## src/design/range_enc_pkg.sv

```systemverilog
// Range encoder shared definitions
// Widths, reset range and the two-way decoded input word
`default_nettype none

package range_enc_pkg;

  // ------------------------------------------------------------
  // Widths
  // ------------------------------------------------------------
  // Range register
  localparam int RANGE_W = 16;
  // Renormalization shift amount
  localparam int D_W     = 5;
  // Symbol index and alphabet size
  localparam int SYM_W   = 4;

  typedef logic [RANGE_W-1:0] range_t;
  typedef logic [D_W-1:0]     d_t;

  // Range after reset
  localparam range_t RANGE_INIT  = 16'd32768;
  // Minimum probability term of the boolean update
  localparam range_t BOOL_OFFSET = 16'd4;

  // ------------------------------------------------------------
  // Input word of 40 bits
  // ------------------------------------------------------------
  // Kind flag in_is_bool selects the view
  typedef union packed {
    // Inverted Q15 frequencies, symbol, alphabet size minus one
    struct packed {
      logic [RANGE_W-1:0] fl;
      logic [RANGE_W-1:0] fh;
      logic [SYM_W-1:0]   s;
      logic [SYM_W-1:0]   n;
    } cdf;
    // Up to three equiprobable bins, bit 0 is coded first
    struct packed {
      logic [2*RANGE_W+2*SYM_W-6:0] pad;
      logic [1:0]                   count;
      logic [2:0]                   bits;
    } bool;
  } sym_word_u;

endpackage

`default_nettype wire

```

## src/design/lzc_16.sv

```systemverilog
// 16-bit leading zero counter
// Four nibble counters, then one more 4-bit counter over the nibble flags
`default_nettype none

module lzc_16 import range_enc_pkg::*; (
  input  range_t value,
  output d_t     count
);

  // Bit 2 flags an all-zero nibble, bits 1:0 count its leading zeros
  function automatic logic [2:0] lzc_4(input logic [3:0] x);
    logic [2:0] r;
    casez (x)
      4'b1???: r = 3'b000;
      4'b01??: r = 3'b001;
      4'b001?: r = 3'b010;
      4'b0001: r = 3'b011;
      default: r = 3'b100;
    endcase
    return r;
  endfunction

  logic [2:0] nib_lz [4];
  logic [3:0] nib_nz;
  logic [2:0] top_lz;
  logic [1:0] sel;

  // First level, one counter per nibble
  always_comb begin
    for (int i = 0; i < 4; i++) begin
      nib_lz[i] = lzc_4(value[4*i +: 4]);
      nib_nz[i] = ~nib_lz[i][2];
    end
  end

  // Second level finds the first nonzero nibble from the top
  assign top_lz = lzc_4(nib_nz);
  assign sel    = 2'd3 - top_lz[1:0];
  // All zero gives the full width
  assign count  = top_lz[2] ? d_t'(RANGE_W) : {1'b0, top_lz[1:0], nib_lz[sel][1:0]};

endmodule

`default_nettype wire

```

## src/design/range_bool_update.sv

```systemverilog
// Boolean range update at a fixed 50% probability
// Shift of at most two, picked from the top bits without a counter
`default_nettype none

module range_bool_update import range_enc_pkg::*; (
  input  range_t in_range,
  input  logic   bit_in,
  output range_t new_range,
  output d_t     d
);

  range_t v;
  range_t raw;

  // Half probability is 256 after the Q15 shift
  // so the product collapses to a shift of the top byte
  assign v = {1'b0, in_range[RANGE_W-1:8], 7'd0} + BOOL_OFFSET;

  // One keeps the lower part, zero the upper part
  assign raw = bit_in ? v : (in_range - v);

  // ------------------------------------------------------------
  // Renormalization
  // ------------------------------------------------------------
  // Worst case raw is 16380 for a range of 32768 and a zero bit
  // hence two is the largest shift
  always_comb begin
    if (raw[RANGE_W-1]) begin
      d = d_t'(0);
    end else if (raw[RANGE_W-2]) begin
      d = d_t'(1);
    end else begin
      d = d_t'(2);
    end
  end

  assign new_range = raw << d;

endmodule

`default_nettype wire

```

## src/design/range_cdf_update.sv

```systemverilog
// Multi-symbol range update
// Scales the CDF bounds by the range and renormalizes with a leading-zero count
`default_nettype none

module range_cdf_update import range_enc_pkg::*; (
  input  range_t in_range,
  input  range_t uu,
  input  range_t vv,
  input  range_t lut_u,
  input  range_t lut_v,
  input  logic   comp_sel,
  output range_t new_range,
  output d_t     d
);

  logic [7:0]         r_hi;
  logic [RANGE_W+7:0] mul_u;
  logic [RANGE_W+7:0] mul_v;
  range_t             u;
  range_t             v;
  range_t             raw;

  // ------------------------------------------------------------
  // Scaled bounds
  // ------------------------------------------------------------
  // Only the top byte of the range takes part
  assign r_hi = in_range[RANGE_W-1:8];

  // uu and vv stay below 2^10, so the products fit in 18 bits
  assign mul_u = {{RANGE_W{1'b0}}, r_hi} * {8'd0, uu};
  assign mul_v = {{RANGE_W{1'b0}}, r_hi} * {8'd0, vv};

  // Upper bound
  assign u = mul_u[RANGE_W:1] + lut_u;
  // Lower bound
  assign v = mul_v[RANGE_W:1] + lut_v;

  // ------------------------------------------------------------
  // Raw range
  // ------------------------------------------------------------
  // First symbol keeps the top of the interval
  assign raw = comp_sel ? (u - v) : (in_range - v);

  // ------------------------------------------------------------
  // Renormalization
  // ------------------------------------------------------------
  // Shift amount for the bit packer
  lzc_16 i_lzc (
    .value (raw),
    .count (d)
  );

  // Top bit set again after the shift
  assign new_range = raw << d;

endmodule

`default_nettype wire

```

## src/design/range_enc_top.sv

```systemverilog
// Range encoder top level
// Two-stage range update with valid/ready at both ends
`default_nettype none

module range_enc_top import range_enc_pkg::*; (
  input  logic       clk,
  input  logic       rst_n,
  // Input word
  input  sym_word_u  in_word,
  input  logic       in_is_bool,
  input  logic       in_valid,
  output logic       in_ready,
  // Updated range and shifts
  output range_t     out_range,
  output d_t         out_d_1,
  output d_t         out_d_2,
  output d_t         out_d_3,
  output logic       out_is_bool,
  output logic [1:0] out_count,
  output logic       out_valid,
  input  logic       out_ready
);

  // ------------------------------------------------------------
  // Stage 1 to stage 2
  // ------------------------------------------------------------
  logic       s1_valid;
  logic       s1_ready;
  range_t     uu;
  range_t     vv;
  range_t     lut_u;
  range_t     lut_v;
  logic       comp_sel;
  logic       is_bool;
  logic [2:0] bool_bits;
  logic [1:0] bool_count;

  // Decode and symbol-only precompute
  range_stage_1 i_stage_1 (
    .clk        (clk),
    .rst_n      (rst_n),
    .in_word    (in_word),
    .in_is_bool (in_is_bool),
    .in_valid   (in_valid),
    .in_ready   (in_ready),
    .s1_valid   (s1_valid),
    .s1_ready   (s1_ready),
    .uu         (uu),
    .vv         (vv),
    .lut_u      (lut_u),
    .lut_v      (lut_v),
    .comp_sel   (comp_sel),
    .is_bool    (is_bool),
    .bool_bits  (bool_bits),
    .bool_count (bool_count)
  );

  // Range state and renormalization
  range_stage_2 i_stage_2 (
    .clk         (clk),
    .rst_n       (rst_n),
    .s1_valid    (s1_valid),
    .s1_ready    (s1_ready),
    .uu          (uu),
    .vv          (vv),
    .lut_u       (lut_u),
    .lut_v       (lut_v),
    .comp_sel    (comp_sel),
    .is_bool     (is_bool),
    .bool_bits   (bool_bits),
    .bool_count  (bool_count),
    .out_range   (out_range),
    .out_d_1     (out_d_1),
    .out_d_2     (out_d_2),
    .out_d_3     (out_d_3),
    .out_is_bool (out_is_bool),
    .out_count   (out_count),
    .out_valid   (out_valid),
    .out_ready   (out_ready)
  );

endmodule

`default_nettype wire

```

## src/design/range_stage_1.sv

```systemverilog
// Encoder stage 1
// Decodes the input word and registers the symbol-only operands
`default_nettype none

module range_stage_1 import range_enc_pkg::*; (
  input  logic       clk,
  input  logic       rst_n,
  input  sym_word_u  in_word,
  input  logic       in_is_bool,
  input  logic       in_valid,
  output logic       in_ready,
  output logic       s1_valid,
  input  logic       s1_ready,
  output range_t     uu,
  output range_t     vv,
  output range_t     lut_u,
  output range_t     lut_v,
  output logic       comp_sel,
  output logic       is_bool,
  output logic [2:0] bool_bits,
  output logic [1:0] bool_count
);

  logic           load;
  logic [SYM_W:0] span;

  // Empty, or draining into stage 2 this cycle
  assign in_ready = ~s1_valid | s1_ready;
  assign load     = in_valid & in_ready;

  // N minus s, never negative for a legal symbol
  assign span = {1'b0, in_word.cdf.n} - {1'b0, in_word.cdf.s};

  // ------------------------------------------------------------
  // Valid flag
  // ------------------------------------------------------------
  always_ff @(posedge clk or negedge rst_n) begin
    if (!rst_n) begin
      s1_valid <= 1'b0;
    end else if (in_ready) begin
      s1_valid <= in_valid;
    end
  end

  // ------------------------------------------------------------
  // Operand register
  // ------------------------------------------------------------
  // Unused view is zeroed to keep the other datapath quiet
  always_ff @(posedge clk) begin
    if (load) begin
      is_bool <= in_is_bool;
      if (in_is_bool) begin
        uu         <= '0;
        vv         <= '0;
        lut_u      <= '0;
        lut_v      <= '0;
        comp_sel   <= 1'b0;
        bool_bits  <= in_word.bool.bits;
        bool_count <= in_word.bool.count;
      end else begin
        // Q15 frequencies down to 10 bits
        uu         <= in_word.cdf.fl >> 6;
        vv         <= in_word.cdf.fh >> 6;
        // Minimum probability terms, 4 per remaining symbol
        lut_u      <= range_t'({span + 5'd1, 2'b00});
        lut_v      <= range_t'({span, 2'b00});
        // Symbol zero takes range minus v
        comp_sel   <= (in_word.cdf.s != '0);
        bool_bits  <= 3'd0;
        bool_count <= 2'd0;
      end
    end
  end

endmodule

`default_nettype wire

```

## src/design/range_stage_2.sv

```systemverilog
// Encoder stage 2
// Range state, CDF or chained boolean update, and the output register
`default_nettype none

module range_stage_2 import range_enc_pkg::*; (
  input  logic       clk,
  input  logic       rst_n,
  input  logic       s1_valid,
  output logic       s1_ready,
  input  range_t     uu,
  input  range_t     vv,
  input  range_t     lut_u,
  input  range_t     lut_v,
  input  logic       comp_sel,
  input  logic       is_bool,
  input  logic [2:0] bool_bits,
  input  logic [1:0] bool_count,
  output range_t     out_range,
  output d_t         out_d_1,
  output d_t         out_d_2,
  output d_t         out_d_3,
  output logic       out_is_bool,
  output logic [1:0] out_count,
  output logic       out_valid,
  input  logic       out_ready
);

  logic       accept;
  logic [2:0] en;
  logic [2:0] chain_bit;
  range_t     chain_in  [3];
  range_t     chain_out [3];
  d_t         chain_d   [3];
  range_t     cdf_range;
  d_t         cdf_d;
  range_t     next_range;
  range_t     range_q;

  // Output register free or draining
  assign s1_ready = ~out_valid | out_ready;
  assign accept   = s1_valid & s1_ready;

  // Bins in use
  assign en[0] = is_bool & (bool_count != 2'd0);
  assign en[1] = is_bool & bool_count[1];
  assign en[2] = is_bool & (bool_count == 2'd3);

  // ------------------------------------------------------------
  // CDF path
  // ------------------------------------------------------------
  range_cdf_update i_cdf (
    .in_range  (range_q),
    .uu        (uu),
    .vv        (vv),
    .lut_u     (lut_u),
    .lut_v     (lut_v),
    .comp_sel  (comp_sel),
    .new_range (cdf_range),
    .d         (cdf_d)
  );

  // ------------------------------------------------------------
  // Boolean chain
  // ------------------------------------------------------------
  // Each bin starts from the previous bin's range
  // Operand isolation for bins not in the bundle
  for (genvar i = 0; i < 3; i++) begin : g_bool
    if (i == 0) begin : g_head
      assign chain_in[i] = en[i] ? range_q : '0;
    end else begin : g_link
      assign chain_in[i] = en[i] ? chain_out[i-1] : '0;
    end
    assign chain_bit[i] = en[i] & bool_bits[i];

    range_bool_update i_bool (
      .in_range  (chain_in[i]),
      .bit_in    (chain_bit[i]),
      .new_range (chain_out[i]),
      .d         (chain_d[i])
    );
  end

  // Range after the last counted bin
  always_comb begin
    if (!is_bool) begin
      next_range = cdf_range;
    end else begin
      case (bool_count)
        2'd3:    next_range = chain_out[2];
        2'd2:    next_range = chain_out[1];
        2'd1:    next_range = chain_out[0];
        default: next_range = range_q;
      endcase
    end
  end

  // ------------------------------------------------------------
  // State and output registers
  // ------------------------------------------------------------
  // Range state doubles as the output range
  always_ff @(posedge clk or negedge rst_n) begin
    if (!rst_n) begin
      out_valid <= 1'b0;
      range_q   <= RANGE_INIT;
    end else begin
      if (s1_ready) begin
        out_valid <= s1_valid;
      end
      if (accept) begin
        range_q <= next_range;
      end
    end
  end

  always_ff @(posedge clk) begin
    if (accept) begin
      out_d_1     <= is_bool ? (en[0] ? chain_d[0] : '0) : cdf_d;
      out_d_2     <= en[1] ? chain_d[1] : '0;
      out_d_3     <= en[2] ? chain_d[2] : '0;
      out_is_bool <= is_bool;
      out_count   <= bool_count;
    end
  end

  assign out_range = range_q;

endmodule

`default_nettype wire

```

## config.mk

```make
export PLATFORM = sky130hd
export DESIGN_NAME = range_enc_top
export DESIGN_NICKNAME = d
export VERILOG_FILES = /design/src/design/range_enc_pkg.sv /design/src/design/lzc_16.sv /design/src/design/range_bool_update.sv /design/src/design/range_cdf_update.sv /design/src/design/range_enc_top.sv /design/src/design/range_stage_1.sv /design/src/design/range_stage_2.sv
export SDC_FILE = /design/constraint.sdc
export NUM_CORES = 1
export LEC_CHECK = 0
export BUFFER_PORTS_ARGS = -buffer_cell sky130_fd_sc_hd__buf_2
export CAP_MARGIN = 20
export CORE_MARGIN = 5
export CORE_UTILIZATION = 37
export CTS_CLUSTER_DIAMETER = 50
export CTS_CLUSTER_SIZE = 16
export DETAILED_ROUTE_END_ITERATION = 6
export HOLD_SLACK_MARGIN = 0.06
export PLACE_DENSITY = 0.54
export SLEW_MARGIN = 20
export SYNTH_ARGS = -nofsm -noshare
export SYNTH_HDL_FRONTEND = slang
export SYNTH_SLANG_ARGS = --single-unit
```

## constraint.sdc

```tcl
create_clock -name clk -period 12.1 [get_ports clk]
set_input_delay 1.21 -clock clk [delete_from_list [all_inputs] [get_ports clk]]
set_output_delay 1.21 -clock clk [all_outputs]
set_load 0.1 [all_outputs]
```

Word level (Yosys, flattened, before mapping) --
Index checks and enable logic that the tools add are counted.
Cells by class: add/sub/neg operators 13, $mul 2, reductions and logical operators 3, shift operators 4, $lt $le $gt $ge 1, multiplexer cells 26, bitwise operators 17, equality and inequality tests 19
Operator list (number):
- 16-bit two-way mux | 8
- 16-bit subtractor | 5
- 16-bit by 5-bit left shift with 16-bit output | 4
- 3-bit one-hot mux with 4 select lines | 5
- 15-bit by 3-bit adder with 16-bit output (second input constant) | 3
- 16-bit one-hot mux with 3 select lines | 1
- 8-bit by 16-bit multiplier with 17-bit output | 2
- 16-bit adder | 2
- 4-bit by 1-bit equality test with 1-bit output (second input constant) | 5
- 2-bit two-way mux | 9
- 3-bit by 1-bit equality test with 1-bit output (second input constant) | 5
- 2-bit by 1-bit equality test with 1-bit output (second input constant) | 6
- 5-bit two-way mux | 2
- 1-bit AND | 8
- 3-bit binary-select mux with 2-bit select | 1
- 1-bit inverter | 6
- 5-bit by 1-bit adder with 5-bit output (second input constant) | 1
- 4-bit by 4-bit subtractor with 5-bit output | 1
- 2-bit equality test (second input constant) | 2
- 4-bit by 1-bit inequality test with 1-bit output (second input constant) | 1
- 4-bit nonzero test | 1
- 3-bit >= comparator (second input constant) | 1
- 2-bit inverter with 3-bit output | 1
- 1-bit OR | 2
- other kinds (3) | 3
Storage, ports and cells: input bits 45, word-level logic and storage cells 105, output and inout port bits 36, register bits 107

Longest topological paths before layout --
depth after elaboration 25, gate-level depth with buffers 51, depth with buffers taken out 46

Modules after synthesis --
From an unflattened synthesis, not the netlist that was laid out.
Second synthesis, totals: cells, all modules 2060, area, all modules 16811.1 um2
Modules (own cells, without submodules):
- range_cdf_update | cells an instance 1144, sequential area each 0.0 um2, instances 1, area each 9151.3 um2
- range_bool_update | cells an instance 162, sequential area each 0.0 um2, instances 3, area each 1088.5 um2
- range_stage_2 | cells an instance 249, sequential area each 967.2 um2, instances 1, area each 2272.2 um2
- range_stage_1 | cells an instance 151, sequential area each 1136.1 um2, instances 1, area each 1926.8 um2
- lzc_16 | cells an instance 30, sequential area each 0.0 um2, instances 1, area each 195.2 um2

Worst setup path before layout --
Ideal clock, no wire load.
path type register to register, start reg i_stage_2.range_q[12] (netlist: i_stage_2.out_range[12]), end reg i_stage_2.range_q[13] (netlist: i_stage_2.out_range[13]), data arrival time 9605 ps, cell stages (with the launch flop) 41, path slack 2363 ps, path buffers 5, data required time 11968 ps, period minus slack after synthesis 9737 ps, library setup time 132 ps, path through dfrtp_1 clkbuf_1 clkbuf_1 nand2_1 fa_1 inv_1 fa_1 fa_1 fa_1 ha_1 xnor2_1 ha_1 o21ai_0 a221oi_1 and2_1 nand2_1 a22oi_1 o22ai_1 (+5 left out) a211oi_1 o211ai_1 a21boi_0 o211ai_1 xnor2_1 o21a_1 a311oi_1 xor2_1 clkbuf_1 nor2_1 nand2_1 clkbuf_1 clkbuf_1 nor2_1 a22oi_1 o221ai_1 a22oi_1 o31ai_1
Between the ends: word-level cells in the longest chain between the ends 23, elaborated cells between the ends (all ways) 61, those cells by class 11 x add/sub; 2 x mul; 15 x eq/ne; 4 x shift; 24 x mux; 5 x bitwise
Ends and longest elaborated chain:
- start, declared | line range_stage_2.sv:37 | range_t range_q;
- start signal, assigned | line range_stage_2.sv:110 | range_q <= next_range;
- 16-bit two-way mux | line range_stage_2.sv:69 | assign chain_in[i] = en[i] ? range_q : '0;
- 15-bit by 3-bit adder with 16-bit output | line range_bool_update.sv:17 | assign v = {1'b0, in_range[RANGE_W-1:8], 7'd0} + BOOL_OFFSET;
- 16-bit subtractor | line range_bool_update.sv:20 | assign raw = bit_in ? v : (in_range - v);
- 16-bit two-way mux | line range_bool_update.sv:20
- 2-bit two-way mux | line range_bool_update.sv:30 | end else if (raw[RANGE_W-2]) begin
- 2-bit two-way mux | line range_bool_update.sv:28 | if (raw[RANGE_W-1]) begin
- 16-bit by 5-bit left shift with 16-bit output | line range_bool_update.sv:37 | assign new_range = raw << d;
- 16-bit two-way mux | line range_stage_2.sv:71 | assign chain_in[i] = en[i] ? chain_out[i-1] : '0;
- (+7 left out)
- 15-bit by 3-bit adder with 16-bit output | line range_bool_update.sv:17
- 16-bit subtractor | line range_bool_update.sv:20
- 16-bit two-way mux | line range_bool_update.sv:20
- 2-bit two-way mux | line range_bool_update.sv:30
- 2-bit two-way mux | line range_bool_update.sv:28
- 16-bit by 5-bit left shift with 16-bit output | line range_bool_update.sv:37
- 16-bit one-hot mux with 3 select lines | line range_stage_2.sv:88 | case (bool_count)
- 16-bit two-way mux (*) | line range_stage_2.sv:85 | if (!is_bool) begin
Every way passes the cells marked *; elsewhere a longest branch is shown, timed or not. The select of a mux whose other input is x is not followed. A chain may end at the register's enable or synchronous reset.

Worst setup path after layout --
start reg i_stage_1.bool_count[1], end reg i_stage_2.range_q[14] (netlist: i_stage_2.out_range[14])
Between the ends: word-level cells in the longest chain between the ends 25, elaborated cells between the ends (all ways) 35, those cells by class 6 x add/sub; 4 x eq/ne; 3 x shift; 14 x mux; 6 x bitwise; 2 x reduce/logical
Ends and longest elaborated chain:
- start, declared | line range_stage_1.sv:21 | output logic [1:0] bool_count
- start signal, assigned | line range_stage_1.sv:59 | bool_count <= in_word.bool.count;
- 2-bit nonzero test | line range_stage_2.sv:44 | assign en[0] = is_bool & (bool_count != 2'd0);
- 1-bit AND | line range_stage_2.sv:44
- 16-bit two-way mux | line range_stage_2.sv:69
- 15-bit by 3-bit adder with 16-bit output | line range_bool_update.sv:17
- 16-bit subtractor | line range_bool_update.sv:20
- 16-bit two-way mux | line range_bool_update.sv:20
- 2-bit two-way mux | line range_bool_update.sv:30
- 2-bit two-way mux | line range_bool_update.sv:28
- (+9 left out)
- 15-bit by 3-bit adder with 16-bit output | line range_bool_update.sv:17
- 16-bit subtractor | line range_bool_update.sv:20
- 16-bit two-way mux | line range_bool_update.sv:20
- 2-bit two-way mux | line range_bool_update.sv:30
- 2-bit two-way mux | line range_bool_update.sv:28
- 16-bit by 5-bit left shift with 16-bit output | line range_bool_update.sv:37
- 16-bit one-hot mux with 3 select lines | line range_stage_2.sv:88
- 16-bit two-way mux | line range_stage_2.sv:85
Several ways; a longest one is shown, not always the timed one.

==> results.py <==
metrics = {
    "global_route": {
        "grt_pass1_wl_um": 72200,
        "grt_pass1_vias": 13300,
        "track_usage_pct": 20.3,
        "antenna_found_initial": 1,
        "overflow": 0,
        "grt_max_degree": 38,
    },
    "logic_synthesis": {
        "synth-main-ff-cell": "edfxtp_1",
        "synth-seq-cells": 67,
        "ys_top_cells_by_area": "fa_1, ha_1, edfxtp_1",
        "yosysWarningCount": 0,
        "syn_area_um2": 14600,
        "synthCells": 1853,
        "yosysUniqueCellTypes": 94,
        "synth_top_area_cell": "fa_1",
        "synth_seq_area_share_pct": 13.1,
        "avgSynthCellArea_um2": 7.90,
        "synth_edf_count": 49,
        "async_flop_share_pct": 26.9,
        "synth_top_area_share_pct": 14.1,
    },
    "floorplan": {
        "ios": 81,
        "rows": 72,
        "start_util_pct": 37.6,
        "fp.dieW_um": 209,
        "core_area_um2": 38900,
        "die_h_um": 209,
        "die_area_um2": 43700,
    },
    "layout": {
        "nets": 2165,
        "n_antenna_cell": 0,
        "final_layout_size_suffix_gt1_share_pct": 7.80,
        "area_delta_synth_final_pct": 7.43,
    },
    "placed_design": {
        "dpl.hpwl_um": 35300,
        "place_congestion": 0.975,
        "port_buffers": 62,
        "dpl_worst_slack_ns": 1.37,
    },
    "timing": {
        "setup_tns_ns": 0,
        "drv_slew": 0,
        "tightestPinTransition_ns": 0.975,
        "skew_ns": 0.0134,
        "post-route-period-util_pct": 89.9,
        "fin_crit_ns": 10.87,
        "fmax_mhz": 92.0,
        "maxSlewHeadroom_pct": 35.0,
        "rsz0062_at_grt": "no",
        "hold_viol": 0,
        "finalWorstSetupSlack_ns": 1.23,
        "setup_viol": 0,
    },
    "detailed_routing": {
        "wl_per_cell_um": 18.8,
        "drc": 0,
        "drtPass1Iterations": 5,
        "wirelength_um": 44800,
        "drt_iter0_markers": 1077,
        "vias_per_cell": 5.70,
        "num_vias": 13600,
        "drtAntennaViolNets": 0,
    },
    "status": {
        "outcome": "finished clean",
    },
    "worst_setup_path": {
        "crit_type": "register to register",
        "cp_max_fo": 10,
        "cp.arrival_ns": 11.08,
        "endpoint_kind": "register",
        "worst-path-stages": 36,
        "max_stage_delay_ns": 0.70,
        "cp_top_family": "compound AO/OA/AOI/OAI gates",
        "worstPathRequired_ns": 12.31,
        "reg2reg_depth": 36,
        "cp_num_buf_inv": 1,
        "crit_slowest_cell": "o21ai_0",
        "cp-start-kind": "register",
    },
    "clock_network": {
        "clk_pin_slew_ns": 0.06,
        "numCtsBuffers": 9,
        "cts_max_level": 3,
        "cts_sinks": 67,
        "hold_buffers": 0,
        "post_cts_buffers": 0,
        "clockBufferDepth": 2,
        "cts_tree": "done",
        "post_cts_resized": 0,
        "clockRootBuffer": "clkbuf_16",
        "clk_latency_ns": 0.37,
    },
    "run": {
        "max-cap-violations": 0,
    },
    "worst_hold_path": {
        "min_path_type": "register to register",
        "min_path_cells": 1,
    },
}
cell usage after synthesis (27+ instances only):
cell type,count
a21o_1,31
a21oi_1,107
a31oi_1,30
and2_1,123
clkbuf_1,65
edfxtp_1,49
fa_1,103
ha_1,151
inv_1,187
mux2i_1,27
nand2_1,215
nand3_1,44
nor2_1,105
nor2b_1,36
nor3_1,32
o21ai_0,72
xnor2_1,54
metrics by stage:
stage	cells	area (um^2)	util, %	hold slack [ns]
floorplan	1858	14700	-	0.449
global placement	2373	15400	39.6	0.464
detailed placement	2373	15400	39.6	0.479
CTS	2389	15700	40.4	0.484
global route	2389	15700	40.4	0.533
finish	2389	15700	40.4	0.482
layout make-up:
class | count | area [um^2]
clock inverter | 7 | 83.8
timing repair buffer | 80 | 445
multi-input combinational | 1520 | 11700
clock buffer | 9 | 225
inverter | 188 | 706
fill | 4020 | 23200
tap | 518 | 648
sequential | 67 | 1920
metal layers:
metal | global-route usage, % | wire length, um
met1 | 30.4 | 22000
met4 | 4.39 | 691
met3 | 3.01 | 2850
met5 | 0 | 13
met2 | 30.9 | 19300
sequential cells by signal, indices dropped and copies added, names as in the netlist:
register and count:
i_stage_1.bool_count 2, i_stage_2.out_is_bool 1, i_stage_2.out_range 16, i_stage_2.out_d_3 2, i_stage_2.out_d_2 2, i_stage_1.is_bool 1, i_stage_2.out_valid 1, i_stage_1.s1_valid 1
i_stage_1.bool_bits 3, i_stage_1.uu 10, i_stage_1.lut_u 5, i_stage_2.out_count 2, i_stage_2.out_d_1 5, i_stage_1.vv 10, i_stage_1.comp_sel 1, i_stage_1.lut_v 5
path summary, 6_finish.rpt:
kind,start,endpoint,slack (ns)
setup reg to reg,i_stage_1.bool_count[1],i_stage_2.out_range[14],1.23
setup / recovery,i_stage_1.bool_count[1],i_stage_2.out_range[14],1.23
max in group asynchronous,rst_n,i_stage_2.out_range[15],10.93
min in group asynchronous,rst_n,i_stage_2.out_range[3],0.81
hold reg to reg,i_stage_1.s1_valid,i_stage_2.out_valid,0.48
hold / removal,i_stage_1.s1_valid,i_stage_2.out_valid,0.48
kinds of logic after synthesis:
family	share of synthesized area, %
AO/OA/AOI/OAI	21.6
XOR/XNOR	4.78
adder cells (fa/ha/maj)	27.0
buffers and inverters	7.15
flip-flops	13.1
multiplexers	2.77
other	0.0256
AND/OR/NAND/NOR	23.6
placed cells by master (no fill, tap or decap), types with 12 or more instances in the layout:
| cell type | count |
|---|---|
| nand2_1 | 215 |
| inv_1 | 187 |
| ha_1 | 151 |
| and2_1 | 122 |
| a21oi_1 | 107 |
| nor2_1 | 105 |
| fa_1 | 103 |
| o21ai_0 | 72 |
| buf_2 | 62 |
| xnor2_1 | 54 |
| edfxtp_1 | 49 |
| nand3_1 | 44 |
| nor2b_1 | 36 |
| nor3_1 | 32 |
| a21o_1 | 31 |
| a31oi_1 | 30 |
| mux2i_1 | 27 |
| a211oi_1 | 26 |
| xor2_1 | 26 |
| nand2b_1 | 24 |
| o21a_1 | 22 |
| o31ai_1 | 19 |
| buf_4 | 18 |
| dfrtp_1 | 17 |
| and3_1 | 16 |
| o21bai_1 | 15 |
| nand4_1 | 14 |
| o211ai_1 | 14 |
| or3_1 | 14 |
| nor4_1 | 13 |
| or2_2 | 12 |
Power is not shown: default switching activity piles up to over one toggle a cycle in this logic, so the estimate is an artifact.
